===== src/plot_pkg.sv =====
package plot_pkg;

	// Positions, pulse counts and command arguments are all one byte wide.
	// Arithmetic on them is two's complement and wraps on overflow.
	localparam int POS_BITS = 8;
	localparam int ARG_BITS = 8;
	localparam int OPC_BITS = 4;

	// A command word is the opcode on top of arg_1 (X) and arg_2 (Y).
	localparam int CMD_BITS = OPC_BITS + 2 * ARG_BITS;
	localparam int CMD_OPC_LSB = 2 * ARG_BITS;
	localparam int CMD_ARG1_LSB = ARG_BITS;
	localparam int CMD_ARG2_LSB = 0;

	// A queued operation keeps the absolute flag it was decoded with.
	// The flag sits above the two arguments.
	localparam int OP_BITS = 1 + 2 * ARG_BITS;
	localparam int OP_ABS_BIT = 2 * ARG_BITS;
	localparam int OP_X_LSB = ARG_BITS;
	localparam int OP_Y_LSB = 0;

	// The FIFO depth must be a power of two so that the pointers wrap by themselves.
	localparam int FIFO_DEPTH = 4;
	localparam int FIFO_PTR_BITS = $clog2(FIFO_DEPTH);
	localparam int FIFO_CNT_BITS = $clog2(FIFO_DEPTH + 1);

	// Longest move in steps. The last allowed step jumps to the end point.
	localparam int MAX_STEPS = 64;
	localparam int STEP_CNT_BITS = $clog2(MAX_STEPS);

	// Host opcodes. Any value not listed here is illegal.
	typedef enum logic [OPC_BITS-1:0] {
		OPC_NOP = 4'h0,
		OPC_SET_ABS = 4'h1,
		OPC_SET_REL = 4'h2,
		OPC_MOVE_LIN = 4'h3
	} opcode_t;

	// Direction of one unit step. Up and down act on Y, left and right on X.
	typedef enum logic [1:0] {
		DIR_UP = 2'd0,
		DIR_DOWN = 2'd1,
		DIR_LEFT = 2'd2,
		DIR_RIGHT = 2'd3
	} pos_dir_t;

	typedef enum logic [1:0] {
		ST_IDLE = 2'd0,
		ST_LOAD = 2'd1,
		ST_STEP = 2'd2
	} move_state_t;

endpackage : plot_pkg


===== src/cmd_decoder.sv =====
`timescale 1ns/100ps

module cmd_decoder (
	input logic clk,
	input logic arst_n,
	input logic cmd_strobe,
	input logic [plot_pkg::CMD_BITS-1:0] cmd_word,
	input logic full,
	output logic push,
	output logic [plot_pkg::OP_BITS-1:0] push_data,
	output logic bad_cmd,
	output logic cmd_overflow
);

	import plot_pkg::*;

	opcode_t opcode;
	logic [ARG_BITS-1:0] arg_1;
	logic [ARG_BITS-1:0] arg_2;
	logic is_move;
	logic is_illegal;
	logic abs_mode;

	// Split the command word into its fields.
	// The opcode field may hold values outside the enum, which the decode below catches.
	assign opcode = opcode_t'(cmd_word[CMD_OPC_LSB +: OPC_BITS]);
	assign arg_1 = cmd_word[CMD_ARG1_LSB +: ARG_BITS];
	assign arg_2 = cmd_word[CMD_ARG2_LSB +: ARG_BITS];

	always_comb begin
		is_move = 1'b0;
		is_illegal = 1'b0;
		case (opcode)
			OPC_MOVE_LIN: is_move = 1'b1;
			OPC_NOP, OPC_SET_ABS, OPC_SET_REL: is_illegal = 1'b0;
			default: is_illegal = 1'b1;
		endcase
	end

	// Only moves go into the FIFO, and only when there is room.
	// The mode flag travels with the move, so later mode commands leave queued moves alone.
	assign push = cmd_strobe && is_move && !full;
	assign push_data = {abs_mode, arg_1, arg_2};

	always_ff @(posedge clk or negedge arst_n) begin
		if (!arst_n) begin
			abs_mode <= 1'b0;
			bad_cmd <= 1'b0;
			cmd_overflow <= 1'b0;
		end else begin
			// Both flags are single-cycle pulses that follow the strobe.
			bad_cmd <= cmd_strobe && is_illegal;
			cmd_overflow <= cmd_strobe && is_move && full;
			// Mode commands never wait on the FIFO.
			if (cmd_strobe && (opcode == OPC_SET_ABS)) begin
				abs_mode <= 1'b1;
			end else if (cmd_strobe && (opcode == OPC_SET_REL)) begin
				abs_mode <= 1'b0;
			end
		end
	end

endmodule : cmd_decoder


===== src/linear_move_ctrl.sv =====
`timescale 1ns/100ps

module linear_move_ctrl (
	input logic clk,
	input logic arst_n,
	input logic empty,
	input logic [plot_pkg::OP_BITS-1:0] pop_data,
	output logic pop,
	output logic step_strobe,
	output logic move_done,
	output logic [plot_pkg::POS_BITS-1:0] pulse_num_x,
	output logic [plot_pkg::POS_BITS-1:0] pulse_num_y,
	output logic [plot_pkg::POS_BITS-1:0] pos_x,
	output logic [plot_pkg::POS_BITS-1:0] pos_y
);

	import plot_pkg::*;

	move_state_t state;
	logic [OP_BITS-1:0] op_q;
	logic [POS_BITS-1:0] start_x_q;
	logic [POS_BITS-1:0] start_y_q;
	logic [POS_BITS-1:0] end_x_q;
	logic [POS_BITS-1:0] end_y_q;
	logic [STEP_CNT_BITS-1:0] step_cnt;

	logic [POS_BITS-1:0] sl_start_x;
	logic [POS_BITS-1:0] sl_start_y;
	logic [POS_BITS-1:0] end_x;
	logic [POS_BITS-1:0] end_y;
	logic [POS_BITS-1:0] step_pulse_x;
	logic [POS_BITS-1:0] step_pulse_y;
	logic [POS_BITS-1:0] new_x;
	logic [POS_BITS-1:0] new_y;

	logic [POS_BITS-1:0] rem_x;
	logic [POS_BITS-1:0] rem_y;
	logic [POS_BITS:0] ext_x;
	logic [POS_BITS:0] ext_y;
	logic [POS_BITS:0] mag_x;
	logic [POS_BITS:0] mag_y;
	logic [POS_BITS+1:0] manhattan;
	pos_dir_t dir;
	logic is_last_mvt;

	// The head is taken as soon as the controller is idle and work is queued.
	assign pop = (state == ST_IDLE) && !empty;

	// While loading, the start point is the current position.
	// During the steps the step logic keeps using the captured start.
	assign sl_start_x = (state == ST_LOAD) ? pos_x : start_x_q;
	assign sl_start_y = (state == ST_LOAD) ? pos_y : start_y_q;

	// Signed distance left on each axis, and its magnitude with one extra bit for -128.
	assign rem_x = end_x_q - pos_x;
	assign rem_y = end_y_q - pos_y;
	assign ext_x = {rem_x[POS_BITS-1], rem_x};
	assign ext_y = {rem_y[POS_BITS-1], rem_y};
	assign mag_x = ext_x[POS_BITS] ? (~ext_x + 1'b1) : ext_x;
	assign mag_y = ext_y[POS_BITS] ? (~ext_y + 1'b1) : ext_y;
	assign manhattan = {1'b0, mag_x} + {1'b0, mag_y};

	// Step along the axis with more distance left, preferring X on a tie.
	always_comb begin
		if (mag_x >= mag_y) begin
			dir = rem_x[POS_BITS-1] ? DIR_LEFT : DIR_RIGHT;
		end else begin
			dir = rem_y[POS_BITS-1] ? DIR_DOWN : DIR_UP;
		end
	end

	// A single unit (or nothing) left finishes the move, and so does the step budget.
	assign is_last_mvt = (manhattan <= (POS_BITS + 2)'(1)) ||
		(step_cnt == STEP_CNT_BITS'(MAX_STEPS - 1));

	linear_step_logic step_logic_i (
		.op_x(op_q[OP_X_LSB +: ARG_BITS]),
		.op_y(op_q[OP_Y_LSB +: ARG_BITS]),
		.op_abs(op_q[OP_ABS_BIT]),
		.start_x(sl_start_x),
		.start_y(sl_start_y),
		.cur_x(pos_x),
		.cur_y(pos_y),
		.dir(dir),
		.is_last_mvt(is_last_mvt),
		.end_x(end_x),
		.end_y(end_y),
		.pulse_num_x(step_pulse_x),
		.pulse_num_y(step_pulse_y),
		.new_x(new_x),
		.new_y(new_y)
	);

	// Operation, endpoints and pulse counts are plain data registers.
	always_ff @(posedge clk) begin
		if (pop) begin
			op_q <= pop_data;
		end
		if (state == ST_LOAD) begin
			start_x_q <= pos_x;
			start_y_q <= pos_y;
			end_x_q <= end_x;
			end_y_q <= end_y;
		end
		if (state == ST_STEP) begin
			pulse_num_x <= step_pulse_x;
			pulse_num_y <= step_pulse_y;
		end
	end

	always_ff @(posedge clk or negedge arst_n) begin
		if (!arst_n) begin
			state <= ST_IDLE;
			step_cnt <= '0;
			pos_x <= '0;
			pos_y <= '0;
			step_strobe <= 1'b0;
			move_done <= 1'b0;
		end else begin
			step_strobe <= 1'b0;
			move_done <= 1'b0;
			case (state)
				ST_IDLE: begin
					if (pop) begin
						state <= ST_LOAD;
					end
				end
				ST_LOAD: begin
					step_cnt <= '0;
					state <= ST_STEP;
				end
				ST_STEP: begin
					// Position and strobe move together with the pulse registers.
					step_strobe <= 1'b1;
					move_done <= is_last_mvt;
					pos_x <= new_x;
					pos_y <= new_y;
					if (is_last_mvt) begin
						state <= ST_IDLE;
					end else begin
						step_cnt <= step_cnt + 1'b1;
					end
				end
				default: state <= ST_IDLE;
			endcase
		end
	end

endmodule : linear_move_ctrl


===== src/linear_step_logic.sv =====
`timescale 1ns/100ps

module linear_step_logic (
	input logic [plot_pkg::ARG_BITS-1:0] op_x,
	input logic [plot_pkg::ARG_BITS-1:0] op_y,
	input logic op_abs,
	input logic [plot_pkg::POS_BITS-1:0] start_x,
	input logic [plot_pkg::POS_BITS-1:0] start_y,
	input logic [plot_pkg::POS_BITS-1:0] cur_x,
	input logic [plot_pkg::POS_BITS-1:0] cur_y,
	input plot_pkg::pos_dir_t dir,
	input logic is_last_mvt,
	output logic [plot_pkg::POS_BITS-1:0] end_x,
	output logic [plot_pkg::POS_BITS-1:0] end_y,
	output logic [plot_pkg::POS_BITS-1:0] pulse_num_x,
	output logic [plot_pkg::POS_BITS-1:0] pulse_num_y,
	output logic [plot_pkg::POS_BITS-1:0] new_x,
	output logic [plot_pkg::POS_BITS-1:0] new_y
);

	import plot_pkg::*;

	localparam logic [POS_BITS-1:0] ONE = POS_BITS'(1);
	localparam logic [POS_BITS-1:0] MINUS_ONE = {POS_BITS{1'b1}};

	// An absolute move targets the arguments directly.
	// A relative move offsets them from where the move started, wrapping at 8 bits.
	assign end_x = op_abs ? op_x : (start_x + op_x);
	assign end_y = op_abs ? op_y : (start_y + op_y);

	always_comb begin
		if (is_last_mvt) begin
			// The final step closes whatever distance is left in one jump.
			// The difference is truncated to the pulse width.
			pulse_num_x = end_x - cur_x;
			pulse_num_y = end_y - cur_y;
			new_x = end_x;
			new_y = end_y;
		end else begin
			case (dir)
				DIR_UP: begin
					pulse_num_x = '0;
					pulse_num_y = ONE;
					new_x = cur_x;
					new_y = cur_y + ONE;
				end
				DIR_DOWN: begin
					pulse_num_x = '0;
					pulse_num_y = MINUS_ONE;
					new_x = cur_x;
					new_y = cur_y - ONE;
				end
				DIR_LEFT: begin
					pulse_num_x = MINUS_ONE;
					pulse_num_y = '0;
					new_x = cur_x - ONE;
					new_y = cur_y;
				end
				// Right is the only remaining direction.
				default: begin
					pulse_num_x = ONE;
					pulse_num_y = '0;
					new_x = cur_x + ONE;
					new_y = cur_y;
				end
			endcase
		end
	end

endmodule : linear_step_logic


===== src/op_fifo.sv =====
`timescale 1ns/100ps

module op_fifo (
	input logic clk,
	input logic arst_n,
	input logic push,
	input logic pop,
	input logic [plot_pkg::OP_BITS-1:0] push_data,
	output logic [plot_pkg::OP_BITS-1:0] pop_data,
	output logic full,
	output logic empty
);

	import plot_pkg::*;

	logic [OP_BITS-1:0] mem [FIFO_DEPTH];
	logic [FIFO_PTR_BITS-1:0] wr_ptr;
	logic [FIFO_PTR_BITS-1:0] rd_ptr;
	logic [FIFO_CNT_BITS-1:0] count;
	logic do_push;
	logic do_pop;

	assign full = (count == FIFO_CNT_BITS'(FIFO_DEPTH));
	assign empty = (count == '0);

	// Requests that would overrun or underrun the buffer are dropped here.
	assign do_push = push && !full;
	assign do_pop = pop && !empty;

	// The head entry is always presented to the reader.
	assign pop_data = mem[rd_ptr];

	always_ff @(posedge clk) begin
		if (do_push) begin
			mem[wr_ptr] <= push_data;
		end
	end

	always_ff @(posedge clk or negedge arst_n) begin
		if (!arst_n) begin
			wr_ptr <= '0;
			rd_ptr <= '0;
			count <= '0;
		end else begin
			// Pointers wrap on their own since the depth is a power of two.
			if (do_push) begin
				wr_ptr <= wr_ptr + 1'b1;
			end
			if (do_pop) begin
				rd_ptr <= rd_ptr + 1'b1;
			end
			// A simultaneous push and pop leaves the count unchanged.
			case ({do_push, do_pop})
				2'b10: count <= count + 1'b1;
				2'b01: count <= count - 1'b1;
				default: count <= count;
			endcase
		end
	end

endmodule : op_fifo


===== src/plotter_top.sv =====
`timescale 1ns/100ps

module plotter_top (
	input logic clk,
	input logic arst_n,
	input logic cmd_strobe,
	input logic [plot_pkg::CMD_BITS-1:0] cmd_word,
	output logic bad_cmd,
	output logic cmd_overflow,
	output logic step_strobe,
	output logic move_done,
	output logic [plot_pkg::POS_BITS-1:0] pulse_num_x,
	output logic [plot_pkg::POS_BITS-1:0] pulse_num_y,
	output logic [plot_pkg::POS_BITS-1:0] pos_x,
	output logic [plot_pkg::POS_BITS-1:0] pos_y
);

	import plot_pkg::*;

	// Decoder to FIFO.
	logic push;
	logic [OP_BITS-1:0] push_data;
	logic full;

	// FIFO to move controller.
	logic pop;
	logic [OP_BITS-1:0] pop_data;
	logic empty;

	cmd_decoder cmd_decoder_i (
		.clk(clk),
		.arst_n(arst_n),
		.cmd_strobe(cmd_strobe),
		.cmd_word(cmd_word),
		.full(full),
		.push(push),
		.push_data(push_data),
		.bad_cmd(bad_cmd),
		.cmd_overflow(cmd_overflow)
	);

	op_fifo op_fifo_i (
		.clk(clk),
		.arst_n(arst_n),
		.push(push),
		.pop(pop),
		.push_data(push_data),
		.pop_data(pop_data),
		.full(full),
		.empty(empty)
	);

	// Moves run back to back while the FIFO has entries.
	linear_move_ctrl linear_move_ctrl_i (
		.clk(clk),
		.arst_n(arst_n),
		.empty(empty),
		.pop_data(pop_data),
		.pop(pop),
		.step_strobe(step_strobe),
		.move_done(move_done),
		.pulse_num_x(pulse_num_x),
		.pulse_num_y(pulse_num_y),
		.pos_x(pos_x),
		.pos_y(pos_y)
	);

endmodule : plotter_top


===== config.mk =====
export PLATFORM = sky130hd
export DESIGN_NAME = plotter_top
export DESIGN_NICKNAME = d
export VERILOG_FILES = /design/src/plot_pkg.sv /design/src/cmd_decoder.sv /design/src/linear_move_ctrl.sv /design/src/linear_step_logic.sv /design/src/op_fifo.sv /design/src/plotter_top.sv
export SDC_FILE = /design/constraint.sdc
export NUM_CORES = 1
export LEC_CHECK = 0
export BUFFER_PORTS_ARGS = -buffer_cell sky130_fd_sc_hd__buf_2
export CORE_UTILIZATION = 60
export DETAILED_ROUTE_END_ITERATION = 8
export PLACE_DENSITY_LB_ADDON = 0.15
export SYNTH_ARGS = -nofsm -noshare
export SYNTH_HDL_FRONTEND = slang
export SYNTH_SLANG_ARGS = --single-unit

===== constraint.sdc =====
create_clock -name clk -period 6.4 [get_ports clk]
set_input_delay 0 -clock clk [delete_from_list [all_inputs] [get_ports clk]]
set_output_delay 0 -clock clk [all_outputs]
set_load 0.05 [all_outputs]

* Word-level counts from Yosys, hierarchy flattened
Memories as Yosys holds them, arrays and structs flattened. A register that Yosys moved wholly into a read port is not among the register bits.
Index checks and enable logic that the tools add are counted.
** Storage, ports and cells
- Register bits :: 84
- RAM bits :: 68
- Bits of input ports :: 23
- Output and inout bits :: 36
- Logic and storage cells :: 113
- Memories kept :: 1
** Cells by class
- Add/sub/neg operators :: 18
- Magnitude comparators :: 2
- Eq/ne operators :: 15
- Multiplexer cells :: 31
- Bitwise logic cells :: 2
- Reductions and logical operators :: 26
** Memories
- op_fifo_i.mem :: depth 4, width 17, read ports 1, clocked after Yosys merged registers in 1, wr ports 1, line op_fifo.sv:16 : logic [OP_BITS-1:0] mem [FIFO_DEPTH];
** Operators by type and width (number)
- 2-to-1 mux 8 bit :: 8
- case mux 8 bit (2 select lines) :: 4
- subtractor 8 bit :: 4
- adder 9 x 1 -> 9 bit, second input constant :: 2
- 2-to-1 mux 9 bit :: 2
- inverter 9 bit :: 2
- adder 8 x 1 -> 8 bit, second input constant :: 2
- adder 8 bit :: 2
- subtractor 8 x 1 -> 8 bit, second input constant :: 2
- case mux 6 bit (2 select lines) :: 1
- adder 9 x 9 -> 10 bit :: 1
- less-or-equal comparator 10 x 1 -> 1 bit, second input constant :: 1
- 2-to-1 mux 1 bit :: 10
- >= comparator 9 bit :: 1
- logical AND 1 bit :: 9
- == test 4 x 2 -> 1 bit, second input constant :: 2
- AND reduction 2 bit :: 4
- adder 6 x 1 -> 6 bit, second input constant :: 1
- == test 2 x 1 -> 1 bit, second input constant :: 3
- == test 2 bit, second input constant :: 3
- == test 6 bit, second input constant :: 1
- 2-to-1 mux 2 bit :: 3
- 2-to-1 mux 6 bit :: 1
- case mux 2 bit (3 select lines) :: 1
- other kinds (17) :: 24

* Depth between registers and ports, before layout
Gate-level depths: netlist (run 1).
- Depth after elaboration :: 10
- Depth in mapped cells :: 26
- Mapped depth without buffers :: 26

* Cells and area by module
A second synthesis (run 1) with hierarchy kept.
** Second synthesis, totals
- Cells, all modules :: 891
- Area total of the unflattened synthesis :: 10122.2 µm²
** By module, submodules not included
- linear_move_ctrl :: times used 1, cells an instance 403, area each 4556.9 µm², sequential area each 2442.3 µm²
- op_fifo :: times used 1, cells an instance 127, area each 2920.3 µm², sequential area each 2217.1 µm²
- linear_step_logic :: times used 1, cells an instance 331, area each 2383.5 µm², sequential area each 0.0 µm²
- cmd_decoder :: times used 1, cells an instance 30, area each 261.5 µm², sequential area each 75.1 µm²

* Worst setup path before layout (run 1)
No wires, ideal clock.
- Path type :: register to register
- Start point :: register linear_move_ctrl_i.pos_y[1] (netlist bit)
- End point :: register linear_move_ctrl_i.pos_y[7] (netlist bit)
- Library setup time :: 0.127 ns
- Arrival time :: 5.528 ns
- Data required time :: 6.273 ns
- Path slack :: 0.745 ns
- Stages on the path, launching flop included :: 22
- Buffers on the path :: 0
- Period minus slack after synthesis :: 5.655 ns
- Path through :: dfrtp_1 inv_1 fa_1 a21o_1 a21oi_1 xnor2_1 or3_1 or4_4 ha_1 a21oi_1 a21boi_0 a2111oi_4 nand2_1 inv_1 ha_1 a21oi_1 o21ai_0 or4_1 a31oi_1 xnor2_1 a21oi_1 nand3b_1
** On the way
- Longest elaborated chain between the ends :: 9
- Elaborated cells between the ends (all ways) :: 21
- Classes of those cells :: add/sub: 6; order compare: 2; eq/ne: 1; mux: 7; bitwise: 1; reduce/logical: 4
** RTL lines
- start, declared :: line linear_move_ctrl.sv:14 : output logic [plot_pkg::POS_BITS-1:0] pos_y
- start signal, assigned :: line linear_move_ctrl.sv:137 : pos_y <= new_y;
- subtractor 8 bit :: line linear_move_ctrl.sv:56 : assign rem_y = end_y_q - pos_y;
- inverter 9 bit :: line linear_move_ctrl.sv:60 : assign mag_y = ext_y[POS_BITS] ? (~ext_y + 1'b1) : ext_y;
- adder 9 x 1 -> 9 bit :: line linear_move_ctrl.sv:60
- 2-to-1 mux 9 bit :: line linear_move_ctrl.sv:60
- adder 9 x 9 -> 10 bit or >= comparator 9 bit (tied branches) :: line linear_move_ctrl.sv:61, linear_move_ctrl.sv:65
- less-or-equal comparator 10 x 1 -> 1 bit or 2-to-1 mux 2 bit (tied branches) :: line linear_move_ctrl.sv:73, linear_move_ctrl.sv:65
- logical OR 1 bit (tied with other cells) :: line linear_move_ctrl.sv:73 : assign is_last_mvt = (manhattan <= (POS_BITS + 2)'(1)) ||
- nonzero test 3 bit (no line) or case mux 8 bit (2 select lines) (tied branches)
- AND reduction 2 bit (no line) or 2-to-1 mux 8 bit (tied branches)
Several ways; a longest one is shown, not always the timed one.
A chain may end at the register's enable or synchronous reset.

* Worst setup path in the final report (run 1)
- Start point :: register linear_move_ctrl_i.pos_x[1] (netlist bit)
- End point :: register linear_move_ctrl_i.pos_y[7] (netlist bit)
** On the way
- Longest elaborated chain between the ends :: 9
- Elaborated cells between the ends (all ways) :: 16
- Classes of those cells :: add/sub: 3; order compare: 2; eq/ne: 1; mux: 5; bitwise: 1; reduce/logical: 4
** RTL lines
- start, declared :: line linear_move_ctrl.sv:13 : output logic [plot_pkg::POS_BITS-1:0] pos_x,
- start signal, assigned :: line linear_move_ctrl.sv:136 : pos_x <= new_x;
- subtractor 8 bit * :: line linear_move_ctrl.sv:55 : assign rem_x = end_x_q - pos_x;
- inverter 9 bit :: line linear_move_ctrl.sv:59 : assign mag_x = ext_x[POS_BITS] ? (~ext_x + 1'b1) : ext_x;
- adder 9 x 1 -> 9 bit :: line linear_move_ctrl.sv:59
- 2-to-1 mux 9 bit :: line linear_move_ctrl.sv:59
- adder 9 x 9 -> 10 bit or >= comparator 9 bit (tied branches) :: line linear_move_ctrl.sv:61, linear_move_ctrl.sv:65
- less-or-equal comparator 10 x 1 -> 1 bit or 2-to-1 mux 2 bit (tied branches) :: line linear_move_ctrl.sv:73, linear_move_ctrl.sv:65
- logical OR 1 bit (tied with other cells) :: line linear_move_ctrl.sv:73
- nonzero test 3 bit (no line) or case mux 8 bit (2 select lines) (tied branches)
- AND reduction 2 bit (no line) or 2-to-1 mux 8 bit (tied branches)
Mark *: on every way between the ends. The rest lies on a longest branch, timed or not.

==> impl_metrics.json, run 1 <==
{
  "area_delta_synth_final_pct": 14.4,
  "drive_above_1_share": 0.155,
  "number_of_global_route_vias_before_repair": 6505,
  "yosys.cell_count.top_type": "edfxtp_1",
  "synth-main-ff-cell": "edfxtp_1",
  "synthesis.instances": 792,
  "seq_area_frac_synth": 0.503,
  "tritoncts": "yes",
  "cts.htree.levels": 4,
  "synth-seq-cells": 169,
  "layout.cell_area.non_filler_mm2": 0.0108,
  "globalRoute.totalOverflow": 0,
  "antenna_found_initial": 0,
  "area_of_the_die_mm2": 0.0162,
  "fmax_mhz": 170,
  "post_cts_resized": 0,
  "fillers": 1084,
  "placed_cell_area_mm2": 0.00994,
  "dr.first_iter.drc_count": 257,
  "ys_top_cells_by_area": "edfxtp_1 37%, ha_1 11%, dfrtp_1 9.6%",
  "post_synth_most_frequent_cells": "117 x edfxtp_1, 80 x ha_1, 65 x nand2_1",
  "run_status": "complete, no violations",
  "tightest_slew_ps": 957,
  "critPathRequiredTime_ps": 6700,
  "floorplan.initialDensity": 0.617,
  "ff_latch_area_mm2": 0.00473,
  "detailed_route_wl_um": 19300,
  "timing.critical_path.cells": "inv_1 -> ha_1 -> nor2b_1 -> o31a_1 -> o32ai_4 -> xor2_2 -> nor2_1 -> a21o_1 -> ha_1 -> a21boi_1 -> o31a_1 -> a2111oi_4 -> buf_4 -> nand2_1 -> inv_1 -> ha_1 -> a21oi_1 -> o21ai_0 -> or4_1 -> a31oi_1 -> xnor2_1 -> a21oi_1 -> nand3b_1",
  "finalWeightedCongestion": 0.911,
  "arrival_ps": 6160,
  "min_period_over_period": 0.917,
  "place.detailed.hpwl_um": 14000,
  "maximum_fanout_count_along_the_critical_path": 10,
  "period_minus_slack_ps": 5870,
  "top_delay_family_on_crit_path": "compound AO/OA/AOI/OAI gates",
  "grt_first_pass_wirelength_um": 31600,
  "global_route_usage_over_all_layers": 0.255,
  "finish.net_count": 996,
  "io-pin-count": 59,
  "pin_count_of_the_biggest_net_entering_global_routing": 37,
  "floorplan.core_area_mm2": 0.0153,
  "synth.distinct_cells": 71,
  "fin_ws_ps": 533,
  "path_common_cell": "ha_1",
  "ctsRootBufferMaster": "clkbuf_16",
  "netlist_area_mm2": 0.00941,
  "finalSetupTns_ps": 0,
  "floorplan.rows": 45,
  "ant_nets": 0,
  "insertedDiodeCount": 0,
  "synth.yosys.warnings": 0,
  "synth.largest_area_cell": "edfxtp_1",
  "worst_skew_pair.late_latency_ps": 430,
  "via_density": 5.68,
  "timing.final.max_slew_violations": 0,
  "type_of_destination_of_the_critical_path": "flip-flop",
  "critical_path.slowest_cell": "or4_1",
  "ys_async_sr_fraction": 0.213,
  "numClockSinks": 169,
  "dr_total_vias": 6286,
  "timing_worst_setup_path_type": "reg -> reg",
  "cts.path.max_buffers": 2,
  "report.final.hold_viol_count": 0,
  "max_slew_margin": 0.361,
  "max_cap_violations": 0,
  "synth_edf_count": 117,
  "route.detailed.wl_per_inst_um": 17.5,
  "finalCoreUtilization": 0.706,
  "rsz0062_at_grt": "no",
  "numCtsBuffers": 17,
  "finClkSkew_ps": 8.89,
  "share_of_yosys_cell_area_claimed_by_the_top_area_cell_type": 0.373,
  "multi_input_area_mm2": 0.00438,
  "worstPathBufferInverterCount": 3,
  "worst_setup_hold_path_clk_slew_ps": 70,
  "buffer_ports.inserted": 58,
  "worst_setup_path_start_kind": "flip-flop",
  "drc": 0,
  "setup_ws_pre_cts_ps": 556,
  "die-height_um": 127,
  "max_stage_delay_ps": 430,
  "drt_pre_antenna_iters": 5,
  "synth_area_per_cell_um2": 11.9,
  "die_w_um": 127,
  "final-setup-viol-count": 0,
  "hp-class": "in -> reg"
}
==> stage by stage <==
| stage | std cells | hold slack, ps |
|---|---|---|
| 6_report | 1106 | 170 |
| 5_1_grt | 1106 | 187 |
| 4_1_cts | 1106 | 142 |
| 3_5_place_dp | 1051 | 195 |
| 3_3_place_gp | 1051 | 175 |
| 2_1_floorplan | 794 | -296 |
==> final cells by class <==
type,instances,share of cell area
Inverter,58,0.0202
Multi-Input combinational cell,547,0.406
Clock inverter,14,0.0148
Tap cell,211,0.0245
Sequential cell,169,0.440
Clock buffer,17,0.0395
Timing Repair Buffer,90,0.0549
==> worst reg2reg max path, stage by stage (launching register included) <==
cell       delay [ps]
dfrtp_1           410
inv_1             260
ha_1              290
nor2b_1           140
o31a_1            300
o32ai_4           340
xor2_2            400
nor2_1             80
a21o_1            200
ha_1              310
a21boi_1          130
o31a_1            280
a2111oi_4         340
buf_4             210
nand2_1           100
inv_1             210
ha_1              280
a21oi_1           190
o21ai_0           180
or4_1             430
a31oi_1           240
xnor2_1           170
a21oi_1            90
nand3b_1          170
==> timing repair <==
action / CTS / global route
buffers inserted: 0 / 0
hold endpoints to repair: 103 / 0
setup endpoints to repair: 0 / 0
hold buffers: 24 / 0
==> registers in the layout (all words and copies together) (netlist names), 3 cells and up <==
register                        count
linear_move_ctrl_i.end_y_q          8
linear_move_ctrl_i.pos_y            8
linear_move_ctrl_i.pulse_num_y      8
linear_move_ctrl_i.start_x_q        8
linear_move_ctrl_i.step_cnt         6
linear_move_ctrl_i.pos_x            8
op_fifo_i.count                     3
linear_move_ctrl_i.start_y_q        8
linear_move_ctrl_i.end_x_q          8
linear_move_ctrl_i.op_q            17
linear_move_ctrl_i.pulse_num_x      8
op_fifo_i.mem                      68
==> final timing paths <==
check	start	slack (ps)	depth (start not counted)	endpoint
worst max-delay path	linear_move_ctrl_i.pos_x[1]	530	23	linear_move_ctrl_i.pos_y[7]
worst min-delay path	cmd_word[18]	170	5	op_fifo_i.wr_ptr[0]
worst max register to register	linear_move_ctrl_i.pos_x[1]	530	23	linear_move_ctrl_i.pos_y[7]
worst min register to register	linear_move_ctrl_i.start_y_q[4]	470	2	linear_move_ctrl_i.start_y_q[4]
max in group asynchronous	arst_n	5560	2	linear_move_ctrl_i.step_cnt[4]
min in group asynchronous	arst_n	250	2	cmd_decoder_i.abs_mode
==> layer usage <==
layer | track usage | vias to the layer above | share of wire
li1 | - | 3066 | -
met1 | 0.322 | 3085 | 0.45
met2 | 0.442 | 106 | 0.51
met3 | 0.0456 | 29 | 0.026
met4 | 0.0910 | 0 | 0.017
met5 | 0 | - | 0
==> cells in the final DEF (no fill, tap or decap), types with 3 or more instances in the layout <==
master	synthesis	final
o21ai_0	58	58
a211oi_1	5	5
nand3b_1	5	5
a21o_1	14	14
nor2_1	30	30
nor2b_1	10	10
dfxtp_1	16	16
dlygate4sd3_1	0	24
o21ai_1	12	12
o211ai_1	4	4
buf_2	4	58
o21a_1	8	8
nand3_1	14	14
a31oi_1	11	11
edfxtp_1	117	117
o21bai_1	8	8
mux4_2	17	17
nand2b_1	9	9
a21boi_0	4	4
mux2i_1	4	4
mux2_2	5	5
nor4b_1	3	3
a21oi_1	38	38
dfrtp_1	36	36
xnor2_1	41	41
nand4_1	4	4
or3_1	5	5
xor2_1	20	20
clkbuf_16	0	17
ha_1	80	80
nor3_1	15	14
nand2_1	65	65
inv_1	57	57
buf_4	1	8
and2_1	5	5
fa_1	10	10
conb_1	2	4
inv_6	0	5
==> cells by family after synthesis <==
kind of cell    after synthesis  synth area share
fa+ha+maj                    90             0.128
buf+inv                      78            0.0330
xor+xnor                     63            0.0614
compound gates              181             0.125
mux                          26            0.0509
flops                       169             0.503
simple gates                183            0.0979
other cells                   2          0.000798
Power of run 1 is left out: the tool's default activity adds up to more than one toggle a clock period on the data nets, which glitch-free logic cannot reach.
==> run 2: changes to the inputs <==
--- a/config.mk
+++ b/config.mk
@@ -6,7 +6,7 @@
 export NUM_CORES = 1
 export LEC_CHECK = 0
 export BUFFER_PORTS_ARGS = -buffer_cell sky130_fd_sc_hd__buf_2
-export CORE_UTILIZATION = 60
+export CORE_UTILIZATION = 61
 export DETAILED_ROUTE_END_ITERATION = 8
 export PLACE_DENSITY_LB_ADDON = 0.15
 export SYNTH_ARGS = -nofsm -noshare
==> run 2 against run 1 <==
Via count is 1.8% higher. Flip-flop and latch count stayed put. Critical endpoint is now linear_move_ctrl_i.pos_x[6]. Highest routed layer unchanged. Sequential share of layout area hardly changed. Design area hardly changed. Critical path depth is 1 higher. Utilization is 0.48 points higher.
==> impl_metrics.json, run 2 (synthesis results as in run 1) <==
{
  "timing.critical_path.cells": "inv_1 -> ha_1 -> nor2b_1 -> o31a_1 -> o32ai_4 -> xor2_2 -> o31ai_1 -> xnor2_1 -> ha_1 -> nand4bb_1 -> nor3_1 -> a2111oi_4 -> buf_4 -> inv_1 -> nand2_1 -> inv_1 -> ha_1 -> nor2b_1 -> o21ai_0 -> a21boi_0 -> o21ai_0 -> nand3_1 -> nor4b_2 -> a211o_1",
  "detailed_route_wl_um": 19300,
  "dr.first_iter.drc_count": 351,
  "drive_above_1_share": 0.154,
  "arrival_ps": 6230,
  "hold_path_startpoint": "cmd_word[18]",
  "finalHoldWorstSlack_ps": 164,
  "route.detailed.wl_per_inst_um": 17.8,
  "cts.path.max_buffers": 2,
  "setup.reg_to_reg.worst_slack_ps": 470,
  "globalRoute.totalOverflow": 0,
  "largest_register_ffs": 68,
  "drt_pre_antenna_iters": 7,
  "fillers": 1025,
  "floorplan.core_area_mm2": 0.0151,
  "max_cap_violations": 0,
  "timing_worst_setup_path_type": "reg -> reg",
  "numCtsBuffers": 17,
  "area_delta_synth_final_pct": 14.4,
  "io-pin-count": 59,
  "critical_path.slowest_cell": "dfrtp_1",
  "top_register": "op_fifo_i.mem",
  "insertedDiodeCount": 0,
  "min_period_over_period": 0.926,
  "grt_first_pass_wirelength_um": 32000,
  "global_route_usage_over_all_layers": 0.260,
  "startpoint": "linear_move_ctrl_i.pos_x[1]",
  "numClockSinks": 169,
  "run_status": "complete, no violations",
  "via_density": 5.91,
  "worst_skew_pair.late_latency_ps": 420,
  "period_minus_slack_ps": 5930,
  "finish.net_count": 995,
  "rsz0062_at_grt": "no",
  "finalSetupTns_ps": 0,
  "drc": 0,
  "tightest_slew_ps": 1080,
  "worst_setup_hold_path_clk_slew_ps": 70,
  "cts.htree.levels": 4,
  "ctsRootBufferMaster": "clkbuf_16",
  "reg2reg_from": "linear_move_ctrl_i.pos_x[1]",
  "mostFrequentLayoutCell": "edfxtp_1",
  "floorplan.rows": 45,
  "largest_registers": "op_fifo_i.mem x68, linear_move_ctrl_i.op_q x17",
  "report.final.hold_viol_count": 0,
  "pin_count_of_the_biggest_net_entering_global_routing": 37,
  "die_w_um": 126,
  "final-setup-viol-count": 0,
  "floorplan.initialDensity": 0.621,
  "finalWeightedCongestion": 0.913,
  "dr_total_vias": 6399,
  "type_of_destination_of_the_critical_path": "flip-flop",
  "area_of_the_die_mm2": 0.0159,
  "die-height_um": 126,
  "tritoncts": "yes",
  "finalCoreUtilization": 0.710,
  "buffer_ports.inserted": 58,
  "finClkSkew_ps": 8.50,
  "maximum_fanout_count_along_the_critical_path": 10,
  "place.detailed.hpwl_um": 13700,
  "fmax_mhz": 169,
  "ant_nets": 0,
  "max_slew_margin": 0.280,
  "multi_input_area_mm2": 0.00438,
  "timing.final.max_slew_violations": 0,
  "number_of_global_route_vias_before_repair": 6443,
  "hp-class": "in -> reg",
  "mostFrequentLayoutCells": "117 x edfxtp_1, 80 x ha_1, 65 x nand2_1",
  "max_stage_delay_ps": 420,
  "antenna_found_initial": 0,
  "worst_setup_path_start_kind": "flip-flop",
  "ff_latch_area_mm2": 0.00473,
  "critPathRequiredTime_ps": 6700
}
run 2: changes by cell type in the layout (fill, tap and decap cells not counted):
cell	delta
bufinv_16	+1
buf_4	-1
inv_8	+1
clkinvlp_4	-1
clkinv_1	+1
inv_6	-1
run 2: per-stage QoR:
stage	area [µm²]	worst slack, ps	instances
final	10800	473	1083
after detailed placement	9910	550	1027
after floorplan	9420	745	794
after global placement	9910	830	1027
after global routing	10800	130	1083
after CTS	10800	503	1083
run 2: cell type report:
cell class / count / share of cell area
clock buffers: 17 / 0.0395
clock inverters: 15 / 0.0174
inverters: 58 / 0.0202
multi-input cells: 547 / 0.407
flip-flops and latches: 169 / 0.440
well taps: 188 / 0.0219
repair buffers: 89 / 0.0542
run 2: worst paths after layout:
path | endpoint | cells after the start
worst max-delay path | linear_move_ctrl_i.pos_x[6] | 24
worst min-delay path | op_fifo_i.wr_ptr[0] | 5
worst max register to register | linear_move_ctrl_i.pos_x[6] | 24
worst min register to register | linear_move_ctrl_i.start_y_q[0] | 2
max in group asynchronous | cmd_decoder_i.abs_mode | 2
min in group asynchronous | linear_move_ctrl_i.pos_y[0] | 2
run 2: timing repair:
item                      4_1_cts  5_1_grt
hold buffers                   24        0
hold endpoints to repair      103        0
buffers inserted                0        0
gates resized for setup         0        0
run 2: critical path: cells and delay by family, from the launching register on:
family | cells | cell delay, ps
xor+xnor | 2 | 660
compound gates | 8 | 1850
flops | 1 | 420
buf+inv | 4 | 770
simple gates | 7 | 1250
fa+ha+maj | 3 | 860
run 2: layer usage:
metal,vias up,routed length [µm],track usage
met2,160,9690,0.447
met3,32,697,0.0450
li1,3055,-,-
met1,3152,8530,0.338
met5,-,0,0
met4,0,380,0.0787
Power of run 2 is left out for the same reason.
